**src/include/fetch_params.svh**
```systemverilog
`ifndef FETCH_PARAMS_SVH
`define FETCH_PARAMS_SVH

// Datapath width
`define XLEN 32

// Instruction memory depth in words
`define MEM_WORDS 64

// Byte address width, covers MEM_WORDS * 4 bytes
`define ADDR_W 8

// Extra access cycles before the memory raises pready
`define MEM_WAIT_STATES 1

`endif

```
**src/verilog/rv_front_pkg.sv**
```systemverilog
`include "fetch_params.svh"

package rv_front_pkg;

  typedef logic [`XLEN-1:0]   word_t;  // One instruction word
  typedef logic [`ADDR_W-1:0] addr_t;  // Byte address

  // FETCH while a word is on its way, EXECUTE otherwise
  typedef enum logic {
    FETCH   = 1'b0,
    EXECUTE = 1'b1
  } phase_t;

  typedef enum logic [7:0] {
    // Register-register, base and M extension
    ADD = 8'd0, SUB, SLL, SLT, SLTU, XOR, SRL, SRA, OR, AND,
    MUL = 8'd10, MULH, MULHSU, MULHU, DIV, DIVU, REM, REMU,
    // Register-immediate
    ADDI = 8'd18, SLTI, SLTIU, XORI, ORI, ANDI, SLLI, SRLI, SRAI,
    // Loads and stores
    LB = 8'd27, LH, LW, LBU, LHU,
    SB = 8'd32, SH, SW,
    // Branches
    BEQ = 8'd35, BNE, BLT, BGE, BLTU, BGEU,
    // Jumps and upper immediates
    JAL   = 8'd41,
    JALR  = 8'd42,
    LUI   = 8'd43,
    AUIPC = 8'd44,
    // CSR access
    CSRRW = 8'd45, CSRRS, CSRRC, CSRRWI, CSRRSI, CSRRCI,
    // System, 51 52 and 55 unused
    ECALL      = 8'd53,
    EBREAK     = 8'd54,
    SRET       = 8'd56,
    MRET       = 8'd57,
    WFI        = 8'd58,
    SFENCE_VMA = 8'd59,
    ILLEGAL    = 8'd255  // Also URET
  } instr_code_e;

endpackage

```
**src/verilog/apb_arbiter.sv**
```systemverilog
`timescale 1ns/100ps

module apb_arbiter (
  input  logic                clk,
  input  logic                arst_n,
  // Host slot
  input  rv_front_pkg::addr_t host_paddr,
  input  logic                host_psel,
  input  logic                host_penable,
  input  logic                host_pwrite,
  input  rv_front_pkg::word_t host_pwdata,
  output rv_front_pkg::word_t host_prdata,
  output logic                host_pready,
  // Fetch slot, reads only
  input  rv_front_pkg::addr_t fetch_paddr,
  input  logic                fetch_psel,
  input  logic                fetch_penable,
  output rv_front_pkg::word_t fetch_prdata,
  output logic                fetch_pready,
  // Memory side
  output rv_front_pkg::addr_t mem_paddr,
  output logic                mem_psel,
  output logic                mem_penable,
  output logic                mem_pwrite,
  output rv_front_pkg::word_t mem_pwdata,
  input  rv_front_pkg::word_t mem_prdata,
  input  logic                mem_pready
);

  typedef enum logic [1:0] {
    ARB_IDLE,
    ARB_SETUP,
    ARB_ACCESS
  } arb_state_e;

  arb_state_e state;
  logic       gnt_fetch;    // Current grant, kept as last winner while idle
  logic       sel_penable;
  logic       done;

  // Round robin on a tie, otherwise whoever asks
  always_ff @(posedge clk or negedge arst_n) begin
    if (!arst_n) begin
      state     <= ARB_IDLE;
      gnt_fetch <= 1'b0;
    end else begin
      case (state)
        ARB_IDLE: begin
          if (host_psel & fetch_psel) begin
            gnt_fetch <= ~gnt_fetch;
            state     <= ARB_SETUP;
          end else if (host_psel | fetch_psel) begin
            gnt_fetch <= fetch_psel;
            state     <= ARB_SETUP;
          end
        end
        ARB_SETUP:  state <= ARB_ACCESS;
        ARB_ACCESS: if (done) state <= ARB_IDLE;
        default:    state <= ARB_IDLE;
      endcase
    end
  end

  assign sel_penable = gnt_fetch ? fetch_penable : host_penable;
  assign done        = (state == ARB_ACCESS) & mem_pready;

  // Fresh setup cycle to memory for the granted slot
  assign mem_psel    = (state != ARB_IDLE);
  assign mem_penable = (state == ARB_ACCESS) & sel_penable;
  assign mem_paddr   = gnt_fetch ? fetch_paddr : host_paddr;
  assign mem_pwrite  = ~gnt_fetch & host_pwrite;
  assign mem_pwdata  = gnt_fetch ? '0 : host_pwdata;

  // Loser sees pready low until its own turn
  assign host_pready  = done & ~gnt_fetch;
  assign fetch_pready = done & gnt_fetch;
  assign host_prdata  = mem_prdata;
  assign fetch_prdata = mem_prdata;

endmodule

```
**src/verilog/fetch_unit.sv**
```systemverilog
`timescale 1ns/100ps
`include "fetch_params.svh"

module fetch_unit (
  input  logic                 clk,
  input  logic                 arst_n,
  input  logic                 run,
  output rv_front_pkg::addr_t  paddr,
  output logic                 psel,
  output logic                 penable,
  input  rv_front_pkg::word_t  prdata,
  input  logic                 pready,
  output rv_front_pkg::word_t  word,
  output logic                 valid,
  output rv_front_pkg::phase_t phase,
  output rv_front_pkg::addr_t  word_pc
);
  import rv_front_pkg::*;

  typedef enum logic [1:0] {
    F_IDLE,
    F_SETUP,
    F_ACCESS,
    F_EXEC
  } fetch_state_e;

  localparam addr_t LAST_PC = addr_t'((`MEM_WORDS - 1) * 4);

  fetch_state_e state;
  addr_t        pc;

  always_ff @(posedge clk or negedge arst_n) begin
    if (!arst_n) begin
      state <= F_IDLE;
      pc    <= '0;
    end else begin
      case (state)
        F_IDLE:   if (run) state <= F_SETUP;
        F_SETUP:  state <= F_ACCESS;
        F_ACCESS: if (pready) state <= F_EXEC;  // Read finishes even if run dropped
        F_EXEC: begin
          pc    <= (pc == LAST_PC) ? '0 : pc + addr_t'(4);
          state <= run ? F_SETUP : F_IDLE;
        end
        default:  state <= F_IDLE;
      endcase
    end
  end

  // APB requester side
  assign paddr   = pc;
  assign psel    = (state == F_SETUP) | (state == F_ACCESS);
  assign penable = (state == F_ACCESS);

  // Word handed on in the pready cycle
  assign valid   = (state == F_ACCESS) & pready;
  assign word    = prdata;
  assign word_pc = pc;
  assign phase   = psel ? FETCH : EXECUTE;  // Idle counts as EXECUTE

endmodule

```
**src/verilog/instr_mem.sv**
```systemverilog
`timescale 1ns/100ps
`include "fetch_params.svh"

module instr_mem (
  input  logic                clk,
  input  logic                arst_n,
  input  rv_front_pkg::addr_t paddr,
  input  logic                psel,
  input  logic                penable,
  input  logic                pwrite,
  input  rv_front_pkg::word_t pwdata,
  output rv_front_pkg::word_t prdata,
  output logic                pready
);
  import rv_front_pkg::*;

  localparam int IDX_W  = $clog2(`MEM_WORDS);
  localparam int WAIT_W = (`MEM_WAIT_STATES > 0) ? $clog2(`MEM_WAIT_STATES + 1) : 1;

  word_t             mem [`MEM_WORDS];
  logic [IDX_W-1:0]  idx;
  logic [WAIT_W-1:0] wait_cnt;  // Access cycles spent so far
  logic              access;

  assign idx    = paddr[IDX_W+1:2];  // Byte address to word index
  assign access = psel & penable;
  assign pready = access & (wait_cnt == WAIT_W'(`MEM_WAIT_STATES));
  assign prdata = mem[idx];          // Sampled by the requester on pready

  always_ff @(posedge clk or negedge arst_n) begin
    if (!arst_n) begin
      wait_cnt <= '0;
    end else if (pready) begin
      wait_cnt <= '0;                // Ready for the next transfer
    end else if (access) begin
      wait_cnt <= wait_cnt + WAIT_W'(1);
    end
  end

  always_ff @(posedge clk) begin
    if (pready & pwrite) begin
      mem[idx] <= pwdata;
    end
  end

endmodule

```
**src/verilog/instruction_register.sv**
```systemverilog
`timescale 1ns/100ps

module instruction_register (
  input  logic                       clk,
  input  logic                       arst_n,
  input  rv_front_pkg::word_t        word,
  input  rv_front_pkg::addr_t        word_pc,
  input  logic                       valid,
  input  rv_front_pkg::phase_t       phase,
  output rv_front_pkg::word_t        ir,
  output rv_front_pkg::instr_code_e  instr_code,
  output rv_front_pkg::addr_t        instr_pc,
  output logic                       fetch_over
);
  import rv_front_pkg::*;

  localparam logic [6:0] OP_REG    = 7'b0110011;
  localparam logic [6:0] OP_IMM    = 7'b0010011;
  localparam logic [6:0] OP_LOAD   = 7'b0000011;
  localparam logic [6:0] OP_STORE  = 7'b0100011;
  localparam logic [6:0] OP_BRANCH = 7'b1100011;
  localparam logic [6:0] OP_JAL    = 7'b1101111;
  localparam logic [6:0] OP_JALR   = 7'b1100111;
  localparam logic [6:0] OP_LUI    = 7'b0110111;
  localparam logic [6:0] OP_AUIPC  = 7'b0010111;
  localparam logic [6:0] OP_SYSTEM = 7'b1110011;

  logic capture;

  // Unmatched function fields fall through to ILLEGAL
  function automatic instr_code_e decode(input word_t w);
    logic [2:0]  f3;
    logic [6:0]  f7;
    instr_code_e code;
    f3   = w[14:12];
    f7   = w[31:25];
    code = ILLEGAL;
    case (w[6:0])
      OP_REG: begin
        if (f7 == 7'b0000001) begin
          case (f3)  // M extension
            3'b000: code = MUL;
            3'b001: code = MULH;
            3'b010: code = MULHSU;
            3'b011: code = MULHU;
            3'b100: code = DIV;
            3'b101: code = DIVU;
            3'b110: code = REM;
            default: code = REMU;
          endcase
        end else if (f7 == 7'b0000000) begin
          case (f3)
            3'b000: code = ADD;
            3'b001: code = SLL;
            3'b010: code = SLT;
            3'b011: code = SLTU;
            3'b100: code = XOR;
            3'b101: code = SRL;
            3'b110: code = OR;
            default: code = AND;
          endcase
        end else if (f7 == 7'b0100000) begin
          if (f3 == 3'b000) code = SUB;
          else if (f3 == 3'b101) code = SRA;
        end
      end
      OP_IMM: begin
        case (f3)
          3'b000: code = ADDI;
          3'b010: code = SLTI;
          3'b011: code = SLTIU;
          3'b100: code = XORI;
          3'b110: code = ORI;
          3'b111: code = ANDI;
          3'b001: if (f7 == 7'b0000000) code = SLLI;
          default: begin
            if (f7 == 7'b0000000) code = SRLI;
            else if (f7 == 7'b0100000) code = SRAI;
          end
        endcase
      end
      OP_LOAD: begin
        if (f3 == 3'b000) code = LB;
        else if (f3 == 3'b001) code = LH;
        else if (f3 == 3'b010) code = LW;
        else if (f3 == 3'b100) code = LBU;
        else if (f3 == 3'b101) code = LHU;
      end
      OP_STORE: begin
        if (f3 == 3'b000) code = SB;
        else if (f3 == 3'b001) code = SH;
        else if (f3 == 3'b010) code = SW;
      end
      OP_BRANCH: begin
        if (f3 == 3'b000) code = BEQ;
        else if (f3 == 3'b001) code = BNE;
        else if (f3 == 3'b100) code = BLT;
        else if (f3 == 3'b101) code = BGE;
        else if (f3 == 3'b110) code = BLTU;
        else if (f3 == 3'b111) code = BGEU;
      end
      OP_JAL:   code = JAL;
      OP_JALR:  if (f3 == 3'b000) code = JALR;
      OP_LUI:   code = LUI;
      OP_AUIPC: code = AUIPC;
      OP_SYSTEM: begin
        case (f3)
          3'b001: code = CSRRW;
          3'b010: code = CSRRS;
          3'b011: code = CSRRC;
          3'b101: code = CSRRWI;
          3'b110: code = CSRRSI;
          3'b111: code = CSRRCI;
          3'b000: begin
            // Privileged ops need the whole word
            case (w)
              32'h0000_0073: code = ECALL;
              32'h0010_0073: code = EBREAK;
              32'h0020_0073: code = ILLEGAL;  // URET
              32'h1020_0073: code = SRET;
              32'h3020_0073: code = MRET;
              32'h1050_0073: code = WFI;
              32'h1200_0073: code = SFENCE_VMA;
              default:       code = ILLEGAL;
            endcase
          end
          default: code = ILLEGAL;
        endcase
      end
      default: code = ILLEGAL;
    endcase
    return code;
  endfunction

  assign capture = valid & (phase == FETCH);

  always_ff @(posedge clk or negedge arst_n) begin
    if (!arst_n) begin
      fetch_over <= 1'b0;
    end else begin
      fetch_over <= capture;  // One pulse per captured word
    end
  end

  always_ff @(posedge clk) begin
    if (capture) begin
      ir         <= word;
      instr_code <= decode(word);
      instr_pc   <= word_pc;
    end
  end

endmodule

```
**src/verilog/rv_front_top.sv**
```systemverilog
`timescale 1ns/100ps

module rv_front_top (
  input  logic                      clk,
  input  logic                      arst_n,
  input  logic                      run,
  // Host APB port
  input  rv_front_pkg::addr_t       host_paddr,
  input  logic                      host_psel,
  input  logic                      host_penable,
  input  logic                      host_pwrite,
  input  rv_front_pkg::word_t       host_pwdata,
  output rv_front_pkg::word_t       host_prdata,
  output logic                      host_pready,
  // Decoded instruction
  output rv_front_pkg::word_t       ir,
  output rv_front_pkg::instr_code_e instr_code,
  output rv_front_pkg::addr_t       instr_pc,
  output logic                      fetch_over
);
  import rv_front_pkg::*;

  addr_t  fetch_paddr;
  logic   fetch_psel;
  logic   fetch_penable;
  word_t  fetch_prdata;
  logic   fetch_pready;

  addr_t  mem_paddr;
  logic   mem_psel;
  logic   mem_penable;
  logic   mem_pwrite;
  word_t  mem_pwdata;
  word_t  mem_prdata;
  logic   mem_pready;

  word_t  word;
  logic   valid;
  phase_t phase;
  addr_t  word_pc;

  fetch_unit u_fetch (
    .clk, .arst_n, .run,
    .paddr(fetch_paddr), .psel(fetch_psel), .penable(fetch_penable),
    .prdata(fetch_prdata), .pready(fetch_pready),
    .word, .valid, .phase, .word_pc
  );

  apb_arbiter u_arb (
    .clk, .arst_n,
    .host_paddr, .host_psel, .host_penable, .host_pwrite, .host_pwdata,
    .host_prdata, .host_pready,
    .fetch_paddr, .fetch_psel, .fetch_penable, .fetch_prdata, .fetch_pready,
    .mem_paddr, .mem_psel, .mem_penable, .mem_pwrite, .mem_pwdata,
    .mem_prdata, .mem_pready
  );

  instr_mem u_mem (
    .clk, .arst_n,
    .paddr(mem_paddr), .psel(mem_psel), .penable(mem_penable),
    .pwrite(mem_pwrite), .pwdata(mem_pwdata),
    .prdata(mem_prdata), .pready(mem_pready)
  );

  instruction_register u_ir (
    .clk, .arst_n, .word, .word_pc, .valid, .phase,
    .ir, .instr_code, .instr_pc, .fetch_over
  );

endmodule
```
**config.mk**
```make
export PLATFORM = sky130hd
export DESIGN_NAME = rv_front_top
export DESIGN_NICKNAME = d
export VERILOG_FILES = /design/src/verilog/rv_front_pkg.sv /design/src/verilog/apb_arbiter.sv /design/src/verilog/fetch_unit.sv /design/src/verilog/instr_mem.sv /design/src/verilog/instruction_register.sv /design/src/verilog/rv_front_top.sv
export VERILOG_INCLUDE_DIRS = /design/src /design/src/include
export SDC_FILE = /design/constraint.sdc
export NUM_CORES = 2
export LEC_CHECK = 0
export BUFFER_PORTS_ARGS = -buffer_cell sky130_fd_sc_hd__buf_2
export CAP_MARGIN = 0
export CORE_ASPECT_RATIO = 2
export CORE_MARGIN = 2
export CORE_UTILIZATION = 41
export CTS_CLUSTER_SIZE = 10
export DETAILED_ROUTE_END_ITERATION = 8
export SLEW_MARGIN = 20
export SYNTH_ARGS = -nofsm -noshare
export SYNTH_HDL_FRONTEND = slang
export SYNTH_SLANG_ARGS = --single-unit
```
**constraint.sdc**
```tcl
create_clock -name clk -period 12.1 [get_ports clk]
set_clock_uncertainty 0.05 [all_clocks]
set_input_delay 1.21 -clock clk [delete_from_list [all_inputs] [get_ports clk]]
set_output_delay 1.21 -clock clk [all_outputs]
set_load 0.005 [all_outputs]
```
==> summary.txt <==
Outcome - finished, final reports clean
Post-Synthesis Cells - 5006
Worst Path Arrival - 6.88 ns
Max Cap Viol - 0
Drc violations - 0
Critical Path End Type - primary output
Total die area - 203000 µm²
Post-CTS Setup Inserts - 0
Initial Utilization - 0.413
TritonCTS clock tree - yes
Unrepaired setup endpoints after global routing - false
# fillers - 16400
Cell internal pwr - 14.4 mW
Multi-input logic area - 17900 µm²
Setup TNS - 0 ns
Clk pin slew, worst setup/hold paths - 0.06 ns
Vias per std cell - 6.86
Post-DP HPWL - 184000 µm
Synthesized area - 81700 µm²
Ys flop type - edfxtp_1
Row count - 231
Area after DPL - 86900 µm²
CTS Hold Bufs - 0
Area leader, netlist - edfxtp_1
Peak per-stage delay on the critical path - 0.86 ns
Total CTS buffers - 239
Slew HR - 0.178
Area growth, synth to finish - 14.3%
Top post-synthesis cells by area - edfxtp_1, a22oi_1, o21ai_0
Fin area - 93300 µm²
Layout cells sized above 1 - 0.155
Via count - 53900
#FFs+latches synth - 2106
Clk root buf - clkbuf_16
Switching part of the total - 0.384
Worst Max-Slew Pin Slew - 1.23 ns
Number of DRC markers in iteration 0 - 8939
Tightest Hold Check Type - primary input to asynchronous set/reset pin
Syn Area/Cell - 16.3 µm²
Largest net degree at the start of global routing - 129
PortBufs - 123
Seq/Total Area, Yosys - 0.773
CTS H-tree depth - 4
Hold Fails Final Rpt - 0
Post_cts resized - 0
Unique masters post-synth - 105
Total core area - 198000 µm²
Global Route Usage Sum - 0.309
Yosys warning total - 0
P_leak - 29.8 nW
Count leader, synth - edfxtp_1
Crit path max fanout - 85
Post-Route WL - 321000 µm
Routability cong. - 0.916
Kind of critical path - register to primary output
Clock power frac - 0.268
CP max-delay cell - or4_1
Slew Limit Fails - 0
Switching power - 8.98 mW
Global-route wire length before repair - 429000 µm
Fin crit period - 8.14 ns
Sink Count - 2106
Initial antenna violation count - 24
Logic pwr share - 0.361
Ys async rst share - 0.00617
I/O Pins - 128
Die Span X - 320 µm
DIE HEIGHT - 635 µm
Antenna viol nets, final - 0
Synth top cells by count - edfxtp_1, o21ai_0, a22oi_1, a21oi_1, o22ai_1
Crit start category - register
Net count, final - 5305
Storage cell area - 63200 µm²
Worst-skew pair later-pin latency - 0.90 ns
Flop pwr share - 0.371
Cell area power density - 251 nW/µm²
Vias in the first global route - 51600
Post-synth EDFFs - 2093
Worst path cell trace - buf_12, mux2i_4, buf_4, buf_4, nand2_1, a32o_1, nor3_1, o22ai_1, or4_1, inv_1, buf_2
Congestion Overflow GR - 0
First-pass DRT Iterations - 9
Yosys top cell area share - 0.769
VDD IR max - 0.000207 V
Detail-routed net length per standard cell - 40.9 µm
Deepest clock path buffer count - 4
Fin crit share - 0.673
Max Clock Freq - 0.123 GHz
Most frequent CP cell - buf_4
WP data required - 10.84 ns
Final Setup Violations - 0
-- sequential cells by signal (all words and copies together) (netlist names) --
signal,count
u_mem.mem,2048
u_ir.ir,32
u_ir.instr_code,7
u_fetch.paddr,6
u_ir.instr_pc,6
u_arb.state,2
u_fetch.state,2
u_arb.gnt_fetch,1
u_ir.fetch_over,1
u_mem.wait_cnt,1
-- power groups by stage --
| stage | sequential, mW | clock, mW | combinational [mW] |
|---|---|---|---|
| floorplan | 8.83 | 0 | 4.41 |
| global placement | 8.84 | 0 | 8.11 |
| detailed placement | 8.84 | 0 | 8.17 |
| CTS | 8.69 | 6.28 | 8.20 |
| global route | 8.69 | 6.52 | 8.62 |
| finish | 8.69 | 6.27 | 8.45 |
-- layer usage --
| metal | vias to the layer above | global-route usage | share of wire |
|---|---|---|---|
| met2 | 4428 | 0.504 | 0.47 |
| met3 | 1265 | 0.0626 | 0.11 |
| li1 | 20900 | - | - |
| met5 | - | 0 | 0.00034 |
| met1 | 27300 | 0.342 | 0.31 |
| met4 | 18 | 0.271 | 0.10 |
-- worst paths after layout --
check                                               endpoint                        start  depth (start not counted)  slack (ns)
min in group clk                  u_arb.state[1]$_DFFE_PN0P_   u_arb.state[1]$_DFFE_PN0P_                          1        0.44
worst min-delay path            u_fetch.paddr[4]$_DFFE_PN0P_                       arst_n                          1        0.18
worst max register to register  u_ir.instr_code[0]$_DFFE_PP_  u_arb.gnt_fetch$_DFFE_PN0P_                         15        4.29
worst min register to register    u_arb.state[1]$_DFFE_PN0P_   u_arb.state[1]$_DFFE_PN0P_                          1        0.44
max in group asynchronous        u_arb.gnt_fetch$_DFFE_PN0P_                       arst_n                          1       11.52
worst max-delay path                         host_prdata[12]  u_arb.gnt_fetch$_DFFE_PN0P_                         11        3.96
-- stage by stage --
stage          std cells  total power [mW]  setup slack (ns)   util  hold WS [ns]
5_1_grt             7845              23.8              3.88  0.471         0.203
3_5_place_dp        7565              17.0              4.17  0.439         0.425
4_1_cts             7835              23.2              3.80  0.471         0.173
6_report            7856              23.4              3.96  0.471         0.176
3_3_place_gp        7559              16.9              4.19  0.438         0.422
2_1_floorplan       5007              13.2              6.51      -         0.373
-- worst max-delay path: cells and delay by family (launching register included) --
family	cells	cell delay (ns)
buffers and inverters	5	2.28
muxes	1	0.62
DFF	1	0.82
and+or+nand+nor	3	1.64
AOI/OAI and AO/OA	2	0.48
-- kinds of logic after synthesis --
kind of cell / count (synthesis) / synth area share
buffers and inverters: 393 / 0.0214
XOR/XNOR: 6 / 0.000643
flip-flops: 2106 / 0.773
adder cells (fa/ha/maj): 11 / 0.00168
multiplexers: 178 / 0.0227
AO/OA/AOI/OAI: 1595 / 0.134
AND/OR/NAND/NOR: 716 / 0.0465
other: 1 / 0.0000459
-- placed cells by master, fill, tap and decap left out, types with 15 or more instances in the layout --
cell type / synthesis / layout
a22oi_1: 249 / 249
a222oi_1: 76 / 76
a21oi_1: 248 / 243
nand2_1: 187 / 182
a31oi_1: 36 / 36
a41oi_1: 37 / 37
a22o_1: 64 / 64
o21ai_0: 307 / 305
a21o_1: 27 / 27
o41ai_1: 15 / 15
buf_4: 19 / 209
inv_1: 41 / 41
clkbuf_1: 145 / 17
nor4_1: 28 / 25
nor3_1: 66 / 63
nor2_1: 165 / 90
edfxtp_1: 2093 / 2093
a221o_1: 19 / 19
buf_2: 121 / 123
nor2b_4: 0 / 32
nand3_1: 36 / 36
buf_12: 0 / 16
mux2i_1: 136 / 136
mux2_2: 28 / 28
nand4_1: 29 / 29
o2111ai_1: 25 / 25
nor2_4: 1 / 75
o31ai_1: 23 / 23
diode_2: 0 / 16
clkbuf_16: 0 / 242
a221oi_1: 32 / 32
and2_1: 16 / 16
o21bai_1: 16 / 16
o22a_1: 20 / 19
o22ai_1: 223 / 221
a32oi_1: 19 / 19
-- cell type report --
class | count | area share
Tap cell | 2563 | 0.0344
Antenna cell | 16 | 0.000429
Timing Repair Buffer | 351 | 0.0277
Clock buffer | 259 | 0.0656
Multi-Input combinational cell | 2508 | 0.192
Inverter | 42 | 0.00169
Clock inverter | 11 | 0.00161
Sequential cell | 2106 | 0.677
No activity file was read; power rests on OpenSTA's default activity.
